<file path="src/source/path_pkg.sv">
`default_nettype none

package path_pkg;

    // Register slices in the bypass path
    localparam int BYPASS_STAGES = 2;

    // Up to 15 packets in flight per path
    localparam int PKT_CNT_W = 4;

    typedef enum logic [1:0] {
        PROCESS          = 2'd0,
        DRAIN_TO_BYPASS  = 2'd1,
        BYPASS           = 2'd2,
        DRAIN_TO_PROCESS = 2'd3
    } path_state_t;

endpackage : path_pkg

`default_nettype wire

</file>
<file path="src/source/axi4s_pkg.sv">
`default_nettype none

package axi4s_pkg;

    // Bytes carried by one stream beat
    localparam int DATA_BYTES = 4;

    // Beat payload with one byte per lane
    typedef logic [DATA_BYTES-1:0][7:0] tdata_t;

    // Byte enables with one bit per lane
    typedef logic [DATA_BYTES-1:0] tkeep_t;

endpackage : axi4s_pkg

`default_nettype wire
</file>
<file path="src/source/stream_if.sv">
`timescale 1ns/1ps
`default_nettype none

interface stream_if
    import axi4s_pkg::*;
();

    logic   tvalid;
    logic   tready;
    tdata_t tdata;
    tkeep_t tkeep;
    logic   tlast;

    modport tx (
        output tvalid,
        input  tready,
        output tdata,
        output tkeep,
        output tlast
    );

    modport rx (
        input  tvalid,
        output tready,
        input  tdata,
        input  tkeep,
        input  tlast
    );

    // Passive observer
    modport mon (
        input  tvalid,
        input  tready,
        input  tdata,
        input  tkeep,
        input  tlast
    );

endinterface : stream_if

`default_nettype wire

</file>
<file path="src/source/stream_path_top.sv">
`timescale 1ns/1ps
`default_nettype none

module stream_path_top
    import axi4s_pkg::*;
    import path_pkg::*;
(
    input  wire logic   axi4s_if_from_tx,
    input  wire logic   aresetn,
    input  wire logic   bypass_req,

    input  wire logic   src_tvalid,
    output logic        src_tready,
    input  wire tdata_t src_tdata,
    input  wire tkeep_t src_tkeep,
    input  wire logic   src_tlast,

    output logic        dst_tvalid,
    input  wire logic   dst_tready,
    output tdata_t      dst_tdata,
    output tkeep_t      dst_tkeep,
    output logic        dst_tlast,

    output logic        bypass_active
);

    stream_if src_if ();
    stream_if dst_if ();
    stream_if to_proc_if ();
    stream_if adv_if ();
    stream_if proc_fwd_if ();
    stream_if from_proc_if ();

    // Entry at index 0 and exit at the far end
    stream_if byp_if [0:BYPASS_STAGES] ();

    logic process_empty;
    logic bypass_empty;

    assign src_if.tvalid = src_tvalid;
    assign src_if.tdata  = src_tdata;
    assign src_if.tkeep  = src_tkeep;
    assign src_if.tlast  = src_tlast;
    assign src_tready    = src_if.tready;

    assign dst_tvalid    = dst_if.tvalid;
    assign dst_tdata     = dst_if.tdata;
    assign dst_tkeep     = dst_if.tkeep;
    assign dst_tlast     = dst_if.tlast;
    assign dst_if.tready = dst_tready;

    path_select_fsm path_select_fsm_inst (
        .axi4s_if_from_tx (axi4s_if_from_tx),
        .aresetn          (aresetn),
        .bypass_req       (bypass_req),
        .src              (src_if),
        .to_process       (to_proc_if),
        .to_bypass        (byp_if[0]),
        .from_process     (from_proc_if),
        .from_bypass      (byp_if[BYPASS_STAGES]),
        .dst              (dst_if),
        .process_empty    (process_empty),
        .bypass_empty     (bypass_empty),
        .bypass_active    (bypass_active)
    );

    // Processing path
    tlast_advancer tlast_advancer_inst (
        .axi4s_if_from_tx (axi4s_if_from_tx),
        .aresetn          (aresetn),
        .up               (to_proc_if),
        .down             (adv_if)
    );

    stream_fwd_stage proc_fwd_inst (
        .axi4s_if_from_tx (axi4s_if_from_tx),
        .aresetn          (aresetn),
        .up               (adv_if),
        .down             (proc_fwd_if)
    );

    stream_ready_skid proc_skid_inst (
        .axi4s_if_from_tx (axi4s_if_from_tx),
        .aresetn          (aresetn),
        .up               (proc_fwd_if),
        .down             (from_proc_if)
    );

    // Bypass path
    for (genvar i = 0; i < BYPASS_STAGES; i++) begin : g_bypass
        stream_fwd_stage byp_stage_inst (
            .axi4s_if_from_tx (axi4s_if_from_tx),
            .aresetn          (aresetn),
            .up               (byp_if[i]),
            .down             (byp_if[i+1])
        );
    end

    packet_counter process_counter_inst (
        .axi4s_if_from_tx (axi4s_if_from_tx),
        .aresetn          (aresetn),
        .path_in          (to_proc_if),
        .path_out         (from_proc_if),
        .empty            (process_empty)
    );

    packet_counter bypass_counter_inst (
        .axi4s_if_from_tx (axi4s_if_from_tx),
        .aresetn          (aresetn),
        .path_in          (byp_if[0]),
        .path_out         (byp_if[BYPASS_STAGES]),
        .empty            (bypass_empty)
    );

endmodule : stream_path_top

`default_nettype wire

</file>
<file path="src/source/path_select_fsm.sv">
`timescale 1ns/1ps
`default_nettype none

module path_select_fsm
    import path_pkg::*;
(
    input wire logic axi4s_if_from_tx,
    input wire logic aresetn,
    input wire logic bypass_req,
    stream_if.rx     src,
    stream_if.tx     to_process,
    stream_if.tx     to_bypass,
    stream_if.rx     from_process,
    stream_if.rx     from_bypass,
    stream_if.tx     dst,
    input wire logic process_empty,
    input wire logic bypass_empty,
    output logic     bypass_active
);

    path_state_t state;
    path_state_t state_next;
    logic        in_packet;
    logic        src_hs;
    logic        open_next;

    assign src_hs = src.tvalid && src.tready;

    // Input packet still open after this cycle
    assign open_next = src_hs ? !src.tlast : in_packet;

    always_ff @(posedge axi4s_if_from_tx or negedge aresetn) begin
        if (!aresetn) begin
            in_packet <= 1'b0;
            state     <= PROCESS;
        end else begin
            in_packet <= open_next;
            state     <= state_next;
        end
    end

    always_comb begin
        state_next = state;
        case (state)
            PROCESS: begin
                if (bypass_req && !open_next) begin
                    state_next = DRAIN_TO_BYPASS;
                end
            end
            DRAIN_TO_BYPASS: begin
                // Request withdrawn before anything was steered
                if (!bypass_req) begin
                    state_next = PROCESS;
                end else if (process_empty) begin
                    state_next = BYPASS;
                end
            end
            BYPASS: begin
                if (!bypass_req && !open_next) begin
                    state_next = DRAIN_TO_PROCESS;
                end
            end
            DRAIN_TO_PROCESS: begin
                if (bypass_req) begin
                    state_next = BYPASS;
                end else if (bypass_empty) begin
                    state_next = PROCESS;
                end
            end
            default: begin
                state_next = PROCESS;
            end
        endcase
    end

    // Output follows the path that is being drained or is active
    assign bypass_active = (state == BYPASS) || (state == DRAIN_TO_PROCESS);

    // Input steering stalls while draining
    assign to_process.tvalid = src.tvalid && (state == PROCESS);
    assign to_process.tdata  = src.tdata;
    assign to_process.tkeep  = src.tkeep;
    assign to_process.tlast  = src.tlast;

    assign to_bypass.tvalid = src.tvalid && (state == BYPASS);
    assign to_bypass.tdata  = src.tdata;
    assign to_bypass.tkeep  = src.tkeep;
    assign to_bypass.tlast  = src.tlast;

    assign src.tready = (state == PROCESS) ? to_process.tready :
                        (state == BYPASS)  ? to_bypass.tready  : 1'b0;

    // Output selection
    assign dst.tvalid = bypass_active ? from_bypass.tvalid : from_process.tvalid;
    assign dst.tdata  = bypass_active ? from_bypass.tdata  : from_process.tdata;
    assign dst.tkeep  = bypass_active ? from_bypass.tkeep  : from_process.tkeep;
    assign dst.tlast  = bypass_active ? from_bypass.tlast  : from_process.tlast;

    assign from_process.tready = !bypass_active && dst.tready;
    assign from_bypass.tready  = bypass_active && dst.tready;

endmodule : path_select_fsm

`default_nettype wire

</file>
<file path="src/source/packet_counter.sv">
`timescale 1ns/1ps
`default_nettype none

module packet_counter
    import path_pkg::*;
(
    input wire logic axi4s_if_from_tx,
    input wire logic aresetn,
    stream_if.mon    path_in,
    stream_if.mon    path_out,
    output logic     empty
);

    logic [PKT_CNT_W-1:0] count;
    logic                 pkt_in;
    logic                 pkt_out;

    assign pkt_in  = path_in.tvalid && path_in.tready && path_in.tlast;
    assign pkt_out = path_out.tvalid && path_out.tready && path_out.tlast;

    always_ff @(posedge axi4s_if_from_tx or negedge aresetn) begin
        if (!aresetn) begin
            count <= '0;
        end else if (pkt_in && !pkt_out) begin
            count <= count + 1'b1;
        end else if (pkt_out && !pkt_in) begin
            count <= count - 1'b1;
        end
    end

    assign empty = (count == '0);

endmodule : packet_counter

`default_nettype wire

</file>
<file path="src/source/tlast_advancer.sv">
`timescale 1ns/1ps
`default_nettype none

module tlast_advancer (
    input wire logic axi4s_if_from_tx,
    input wire logic aresetn,
    stream_if.rx     up,
    stream_if.tx     down
);

    stream_if held ();

    logic next_empty_last;
    logic skip;

    stream_fwd_stage hold_stage_inst (
        .axi4s_if_from_tx (axi4s_if_from_tx),
        .aresetn          (aresetn),
        .up               (up),
        .down             (held)
    );

    // Empty closing beat waiting at the input
    assign next_empty_last = up.tvalid && up.tlast && (up.tkeep == '0);

    // Masks the empty beat once it sits in the stage
    always_ff @(posedge axi4s_if_from_tx or negedge aresetn) begin
        if (!aresetn) begin
            skip <= 1'b0;
        end else if (next_empty_last && up.tready) begin
            skip <= 1'b1;
        end else if (skip && held.tvalid && held.tready) begin
            skip <= 1'b0;
        end
    end

    // A non-last beat waits for its successor since tlast may still move onto it
    assign down.tvalid = held.tvalid && !skip && (held.tlast || up.tvalid);
    assign down.tdata  = held.tdata;
    assign down.tkeep  = held.tkeep;
    assign down.tlast  = held.tlast || next_empty_last;

    // Skipped beat is dropped without waiting for the downstream
    assign held.tready = skip || (down.tvalid && down.tready);

endmodule : tlast_advancer

`default_nettype wire

</file>
<file path="src/source/stream_ready_skid.sv">
`timescale 1ns/1ps
`default_nettype none

module stream_ready_skid
    import axi4s_pkg::*;
(
    input wire logic axi4s_if_from_tx,
    input wire logic aresetn,
    stream_if.rx     up,
    stream_if.tx     down
);

    logic   ready_q;
    logic   cap_valid;
    tdata_t cap_data;
    tkeep_t cap_keep;
    logic   cap_last;
    logic   capture;

    // Upstream only sees the registered ready
    assign up.tready = ready_q;

    // Beat accepted while the downstream has already stalled
    assign capture = up.tvalid && ready_q && !down.tready;

    always_ff @(posedge axi4s_if_from_tx or negedge aresetn) begin
        if (!aresetn) begin
            ready_q   <= 1'b0;
            cap_valid <= 1'b0;
        end else begin
            ready_q <= down.tready;
            if (capture) begin
                cap_valid <= 1'b1;
            end else if (down.tready) begin
                cap_valid <= 1'b0;
            end
        end
    end

    always_ff @(posedge axi4s_if_from_tx) begin
        if (capture) begin
            cap_data <= up.tdata;
            cap_keep <= up.tkeep;
            cap_last <= up.tlast;
        end
    end

    // Captured beat goes first
    always_comb begin
        if (cap_valid) begin
            down.tvalid = 1'b1;
            down.tdata  = cap_data;
            down.tkeep  = cap_keep;
            down.tlast  = cap_last;
        end else begin
            down.tvalid = up.tvalid && ready_q;
            down.tdata  = up.tdata;
            down.tkeep  = up.tkeep;
            down.tlast  = up.tlast;
        end
    end

endmodule : stream_ready_skid

`default_nettype wire

</file>
<file path="src/source/stream_fwd_stage.sv">
`timescale 1ns/1ps
`default_nettype none

module stream_fwd_stage
    import axi4s_pkg::*;
(
    input wire logic axi4s_if_from_tx,
    input wire logic aresetn,
    stream_if.rx     up,
    stream_if.tx     down
);

    logic   valid_q;
    tdata_t data_q;
    tkeep_t keep_q;
    logic   last_q;

    // Reload when empty or when the held beat leaves
    assign up.tready = !valid_q || down.tready;

    always_ff @(posedge axi4s_if_from_tx or negedge aresetn) begin
        if (!aresetn) begin
            valid_q <= 1'b0;
        end else if (up.tready) begin
            valid_q <= up.tvalid;
        end
    end

    always_ff @(posedge axi4s_if_from_tx) begin
        if (up.tvalid && up.tready) begin
            data_q <= up.tdata;
            keep_q <= up.tkeep;
            last_q <= up.tlast;
        end
    end

    assign down.tvalid = valid_q;
    assign down.tdata  = data_q;
    assign down.tkeep  = keep_q;
    assign down.tlast  = last_q;

endmodule : stream_fwd_stage

`default_nettype wire

</file>
<file path="config.mk">
export PLATFORM = sky130hd
export DESIGN_NAME = stream_path_top
export DESIGN_NICKNAME = d
export VERILOG_FILES = /design/src/source/path_pkg.sv /design/src/source/axi4s_pkg.sv /design/src/source/stream_if.sv /design/src/source/stream_path_top.sv /design/src/source/path_select_fsm.sv /design/src/source/packet_counter.sv /design/src/source/tlast_advancer.sv /design/src/source/stream_ready_skid.sv /design/src/source/stream_fwd_stage.sv
export SDC_FILE = /design/constraint.sdc
export NUM_CORES = 1
export LEC_CHECK = 0
export BUFFER_PORTS_ARGS = -buffer_cell sky130_fd_sc_hd__buf_2
export CAP_MARGIN = 20
export CORE_MARGIN = 8
export CORE_UTILIZATION = 35
export CTS_CLUSTER_SIZE = 8
export DETAILED_ROUTE_END_ITERATION = 10
export SLEW_MARGIN = 30
export SYNTH_ARGS = -nofsm -noshare
export SYNTH_HDL_FRONTEND = slang
export SYNTH_SLANG_ARGS = --single-unit
</file>
<file path="constraint.sdc">
create_clock -name axi4s_if_from_tx -period 5.3 [get_ports axi4s_if_from_tx]
set_input_delay 0.265 -clock axi4s_if_from_tx [delete_from_list [all_inputs] [get_ports axi4s_if_from_tx]]
set_output_delay 0.265 -clock axi4s_if_from_tx [all_outputs]
set_load 0.01 [all_outputs]
</file>
# ---- Yosys cells after proc, flatten, opt, wreduce, memory -nomap -nowiden
# Index checks and enable logic that the tools add are counted.
# Widths: inputs -> output; s select.
dict set report op_classes {
  div_mod_pow 0
  n_eq_ne 7
  bitwise 0
  n_mux 26
  shift 0
  n_mul 0
  add_sub_neg 4
  magnitude_cmp 0
  reduce_logical 61
}
# operator count
set ops {}
lappend ops {{$mux 32} 2}
lappend ops {{$logic_and 1x1->1} 30}
lappend ops {{$mux 4} 6}
lappend ops {{$logic_not 1->1} 14}
lappend ops {{$logic_not 4->1} 3}
lappend ops {{$mux 2} 6}
lappend ops {{$mux 1} 11}
lappend ops {{$add 4x1->4 const B} 2}
lappend ops {{$logic_or 1x1->1} 8}
lappend ops {{$pmux 2 s4} 1}
lappend ops {{$reduce_bool 2->1} 4}
lappend ops {{$sub 4x1->4 const B} 2}
lappend ops {{$ne 3x2->1 const B} 2}
lappend ops {{$eq 2x2->1 const B} 2}
lappend ops {{$ne 2x1->1 const B} 2}
lappend ops {{$reduce_and 4->1} 1}
lappend ops {{$eq 2x1->1 const B} 1}
lappend ops {{$logic_not 2->1} 1}
dict set report totals {
  memories 0
  register_bits 203
  rom_bits 0
  ramBits 0
  out_inout_bits 40
  elab_cells 139
  latch_bits 0
}

# ---- Logic depth before layout (Yosys ltp)
dict set report logic_depth {
  depth_word 14
  depth_mapped 11
  mapped_depth_nobuf 10
}

# ---- By module
# From an unflattened synthesis, not the netlist that was laid out.
dict set report unflattened {
  cells_unflattened 462
  area_unflattened_um2 8335.5
}
# module cells_each area_each_um2 n_inst
set by_module_without_submodules {}
lappend by_module_without_submodules {stream_fwd_stage 41 1164.9 4}
lappend by_module_without_submodules {stream_ready_skid 84 1712.9 1}
lappend by_module_without_submodules {path_select_fsm 142 1236.2 1}
lappend by_module_without_submodules {packet_counter 31 321.6 2}
lappend by_module_without_submodules {tlast_advancer 10 83.8 1}

# ---- Worst setup path before layout
# OpenSTA, ideal clock, no wires.
dict set report synth_timing {
  kind {register to register}
  from {reg (tool-made name)}
  to {reg process_counter_inst.count[3]}
  setup_slack_ns 1.120
  setup_time_ns 0.136
  required_ns 5.164
  arrival_time_ns 4.044
  path_stages_with_launch 11
  path_cell_list {dfrtp_1 -> buf_6 -> or3b_4 -> nor2_1 -> and2_1 -> ha_1 -> inv_1 -> ha_1 -> a21o_1 -> a2111oi_0 -> o31ai_1}
}
# item line_no
set synth_lines {}
lappend synth_lines {{end signal: assignment} packet_counter.sv:25} ;# count <= count + 1'b1;
lappend synth_lines {{end signal: assignment} packet_counter.sv:27} ;# count <= count - 1'b1;
lappend synth_lines {{end: declaration} packet_counter.sv:14} ;# logic [PKT_CNT_W-1:0] count;

==> metrics.txt <==
row count=53; initial core utilization=0.355; number of cells produced by synthesis=~430; clk slew on worst S/H paths=about 0.05 ns; Sw Share=0.301; drt initial violations=approximately 220; largest net degree at the start of global routing=between 80 and 90; Least-Margin Pin Slew=0.753 ns; CP max FO=80; Total GRT Usage=0.109; Final Critical Period=3.38 ns; Clk pwr share=0.294; Final Net Count=slightly above 600; Avg Cell Area, Syn=~17 um^2; Async SR Flop Fraction=0.0887; CTS tree=done; final setup TNS=0 ns; Worst Skew=0.0138 ns; core region area=approximately 21,000 um^2; post-route DRC violation count=0; P_int=3.76 mW; via count=3,974; fillers=1,839; first-pass GRT wire length=22,900 um; WL per Instance=approximately 16 um; grt ovf=0; Hold Vio Cnt, Final=0; syn nets=477; Clock Path Buffers=3; main combinational cell family by area after synthesis=multiplexers; Arrival @ worst endpoint=3.77 ns; top-area cell type share of the netlist area=0.747; sequential area share after synthesis=0.808; total power=5.38 mW; EDFF count, synth=between 150 and 200; RSZ-0062 raised after global routing=false; Post-CTS Setup Bufs=0; CP startpoint kind=flop; outcome=finished, final reports clean; Root Driver=clkbuf_16; Pleak=3.37 nW; Worst R2R Setup Slack=approximately 1.9 ns; Crit Path Category=flop to flop; die area=approximately 26,000 um^2; clk_lat worst skew=0.53 ns; Final Setup Violations=0; worst min path class=primary input to flop; adder-cell share of the synthesized area=0.0155; Max VDD drop=289 uV; Final ANT Viol Nets=0; Die H=162 um; Post-synth top cells=edfxtp_1, nand2_1, o21ai_0, mux2i_1, dfrtp_1; Ports=just over 80; Port Buffers=81; clock sink count=203; Vias per Instance=4.66; first-pass iteration count of the detailed router=4; CTS H-tree depth=1; CTS buffer count=29; Cell Area, Synth=approximately 7400 um^2; cell taking the most area after synthesis=edfxtp_1; dpl hpwl=approximately 9500 um; Compound-Gate Fraction of Synth Area=0.0500; post-route clock period utilization=0.637; Syn. warnings=0; Die W=between 150 and 200 um; fmax=296 MHz; P_sw=between 1.5 and 2 mW; mux share of post-synthesis cell area=0.0569; crit end category=flop; Yosys reg bits=203; post_cts resized=0; number of max-cap violations=0; area grow syn2layout=26.8%; Max Slew Vio Count=0; Netlist cell types=39; simple-gate area share of the yosys netlist=0.0510; synth top area cells=edfxtp_1, dfrtp_1, mux2i_1, o21ai_0, nand2_1; final wirelength=around 14,000 um; power share of the combinational group=0.254; share of cells above drive strength 1=0.232; HP Start=src_tlast; number of global-route vias before repair=~4.5k; Routability Congestion=0.763; Required @ worst endpoint=between 5 and 6 ns; normalized max-slew margin=0.491; ys flop type=edfxtp_1; area share of xor/xnor cells in the synthesized design=0.00589; initial antenna violation count=1; Sequential Power Share=0.452; P per Cell Area=around 570 nW/um^2; top-count cell post-synth=edfxtp_1
==> state kept, by name, indices dropped and copies added (netlist names), 2 cells and up, named ones only <==
register	flops
process_counter_inst.count	4
g_bypass.byp_stage_inst.down.tkeep	8
proc_fwd_inst.down.tdata	32
g_bypass.byp_stage_inst.down.tdata	64
proc_fwd_inst.down.tkeep	4
bypass_counter_inst.count	4
g_bypass.byp_stage_inst.down.tvalid	2
tlast_advancer_inst.hold_stage_inst.down.tdata	32
proc_skid_inst.cap_keep	4
g_bypass.byp_stage_inst.down.tlast	2
tlast_advancer_inst.hold_stage_inst.down.tkeep	4
proc_skid_inst.cap_data	32
==> power groups by stage <==
stage	Combinational (mW)	Clock [mW]	Sequential (mW)
floorplan	0.863	0	2.39
global placement	1.28	0	2.44
detailed placement	1.38	0	2.46
CTS	1.40	1.63	2.44
global route	1.53	1.69	2.48
finish	1.36	1.58	2.43
==> per-layer routing <==
metal  global-route usage  routed length [um]
met1                0.117                5350
met5                    0                   0
met3               0.0228                 746
met2                0.199                7480
met4               0.0522                 499
==> worst max-delay path: stages, from the launching register on <==
cell       delay (ns)
dfrtp_2          0.43
buf_4            0.57
nand3b_1         0.27
nor2_4           0.14
and2_1           0.13
ha_1             0.22
inv_1            0.14
ha_1             0.31
a21o_1           0.21
a2111oi_0        0.63
o31ai_1          0.16
==> placed cells by master (no fill, tap or decap), types with 2 or more instances in the layout <==
| cell type | count |
|---|---|
| a2111oi_0 | 2 |
| a21o_1 | 3 |
| a21oi_1 | 7 |
| a32o_1 | 2 |
| and2_1 | 2 |
| buf_2 | 81 |
| buf_4 | 4 |
| buf_8 | 6 |
| clkbuf_1 | 9 |
| clkbuf_16 | 29 |
| dfrtp_1 | 16 |
| dfrtp_2 | 2 |
| dlygate4sd3_1 | 37 |
| edfxtp_1 | 185 |
| fa_1 | 2 |
| ha_1 | 6 |
| inv_1 | 5 |
| mux2_2 | 2 |
| mux2i_1 | 40 |
| nand2_1 | 46 |
| nand2b_1 | 3 |
| nor2_1 | 3 |
| nor2_4 | 4 |
| nor2b_1 | 4 |
| nor3_1 | 7 |
| nor4_1 | 2 |
| o21ai_0 | 44 |
| o31ai_1 | 2 |
| xnor2_1 | 5 |
==> worst paths after layout <==
| path | end | cells past startpoint |
|---|---|---|
| min | tlast_advancer_inst.hold_stage_inst.down.tlast | 1 |
| max reg2reg | bypass_counter_inst.count[3] | 10 |
| min reg2reg | proc_fwd_inst.down.tdata[15] | 0 |
| max | bypass_counter_inst.count[3] | 10 |
| max in group asynchronous | proc_skid_inst.cap_valid | 2 |
| min in group asynchronous | bypass_counter_inst.count[1] | 2 |
==> through the flow <==
step / utilization / hold WS (ns) / setup WS, ns / area (um^2) / cells
6_report: 0.450 / 0.0258 / 1.92 / 9430 / 853
5_1_grt: 0.450 / 0.0292 / 1.63 / 9430 / 853
4_1_cts: 0.450 / 0.0101 / 1.94 / 9420 / 852
3_5_place_dp: 0.394 / 0.226 / 2.06 / 8270 / 775
3_3_place_gp: 0.390 / 0.217 / 2.24 / 8180 / 769
2_1_floorplan: - / -0.0306 / 1.12 / 7440 / 427
==> logic make-up after synthesis <==
logic type,Yosys count
compound gates,65
fa+ha+maj,8
buf+inv,23
simple gates,81
flops,203
xor+xnor,5
mux,42
==> repair_timing <==
action	in CTS	in global routing
hold buffers	37	0
hold endpoints to repair	90	0
endpoints found under the setup margin	0	0
==> area by class of cell <==
type                       instances  area [um^2]  area share
tap                              275          344      0.0365
clock buffer                      38          759      0.0806
multi-input combinational        201         1370       0.145
antenna                            1         2.50    0.000265
sequential                       203         6010       0.637
inverter                           5         18.8     0.00199
timing repair buffer             128          896      0.0950
clock inverter                     2         26.3     0.00279
No activity file was read; power rests on OpenSTA's default activity.
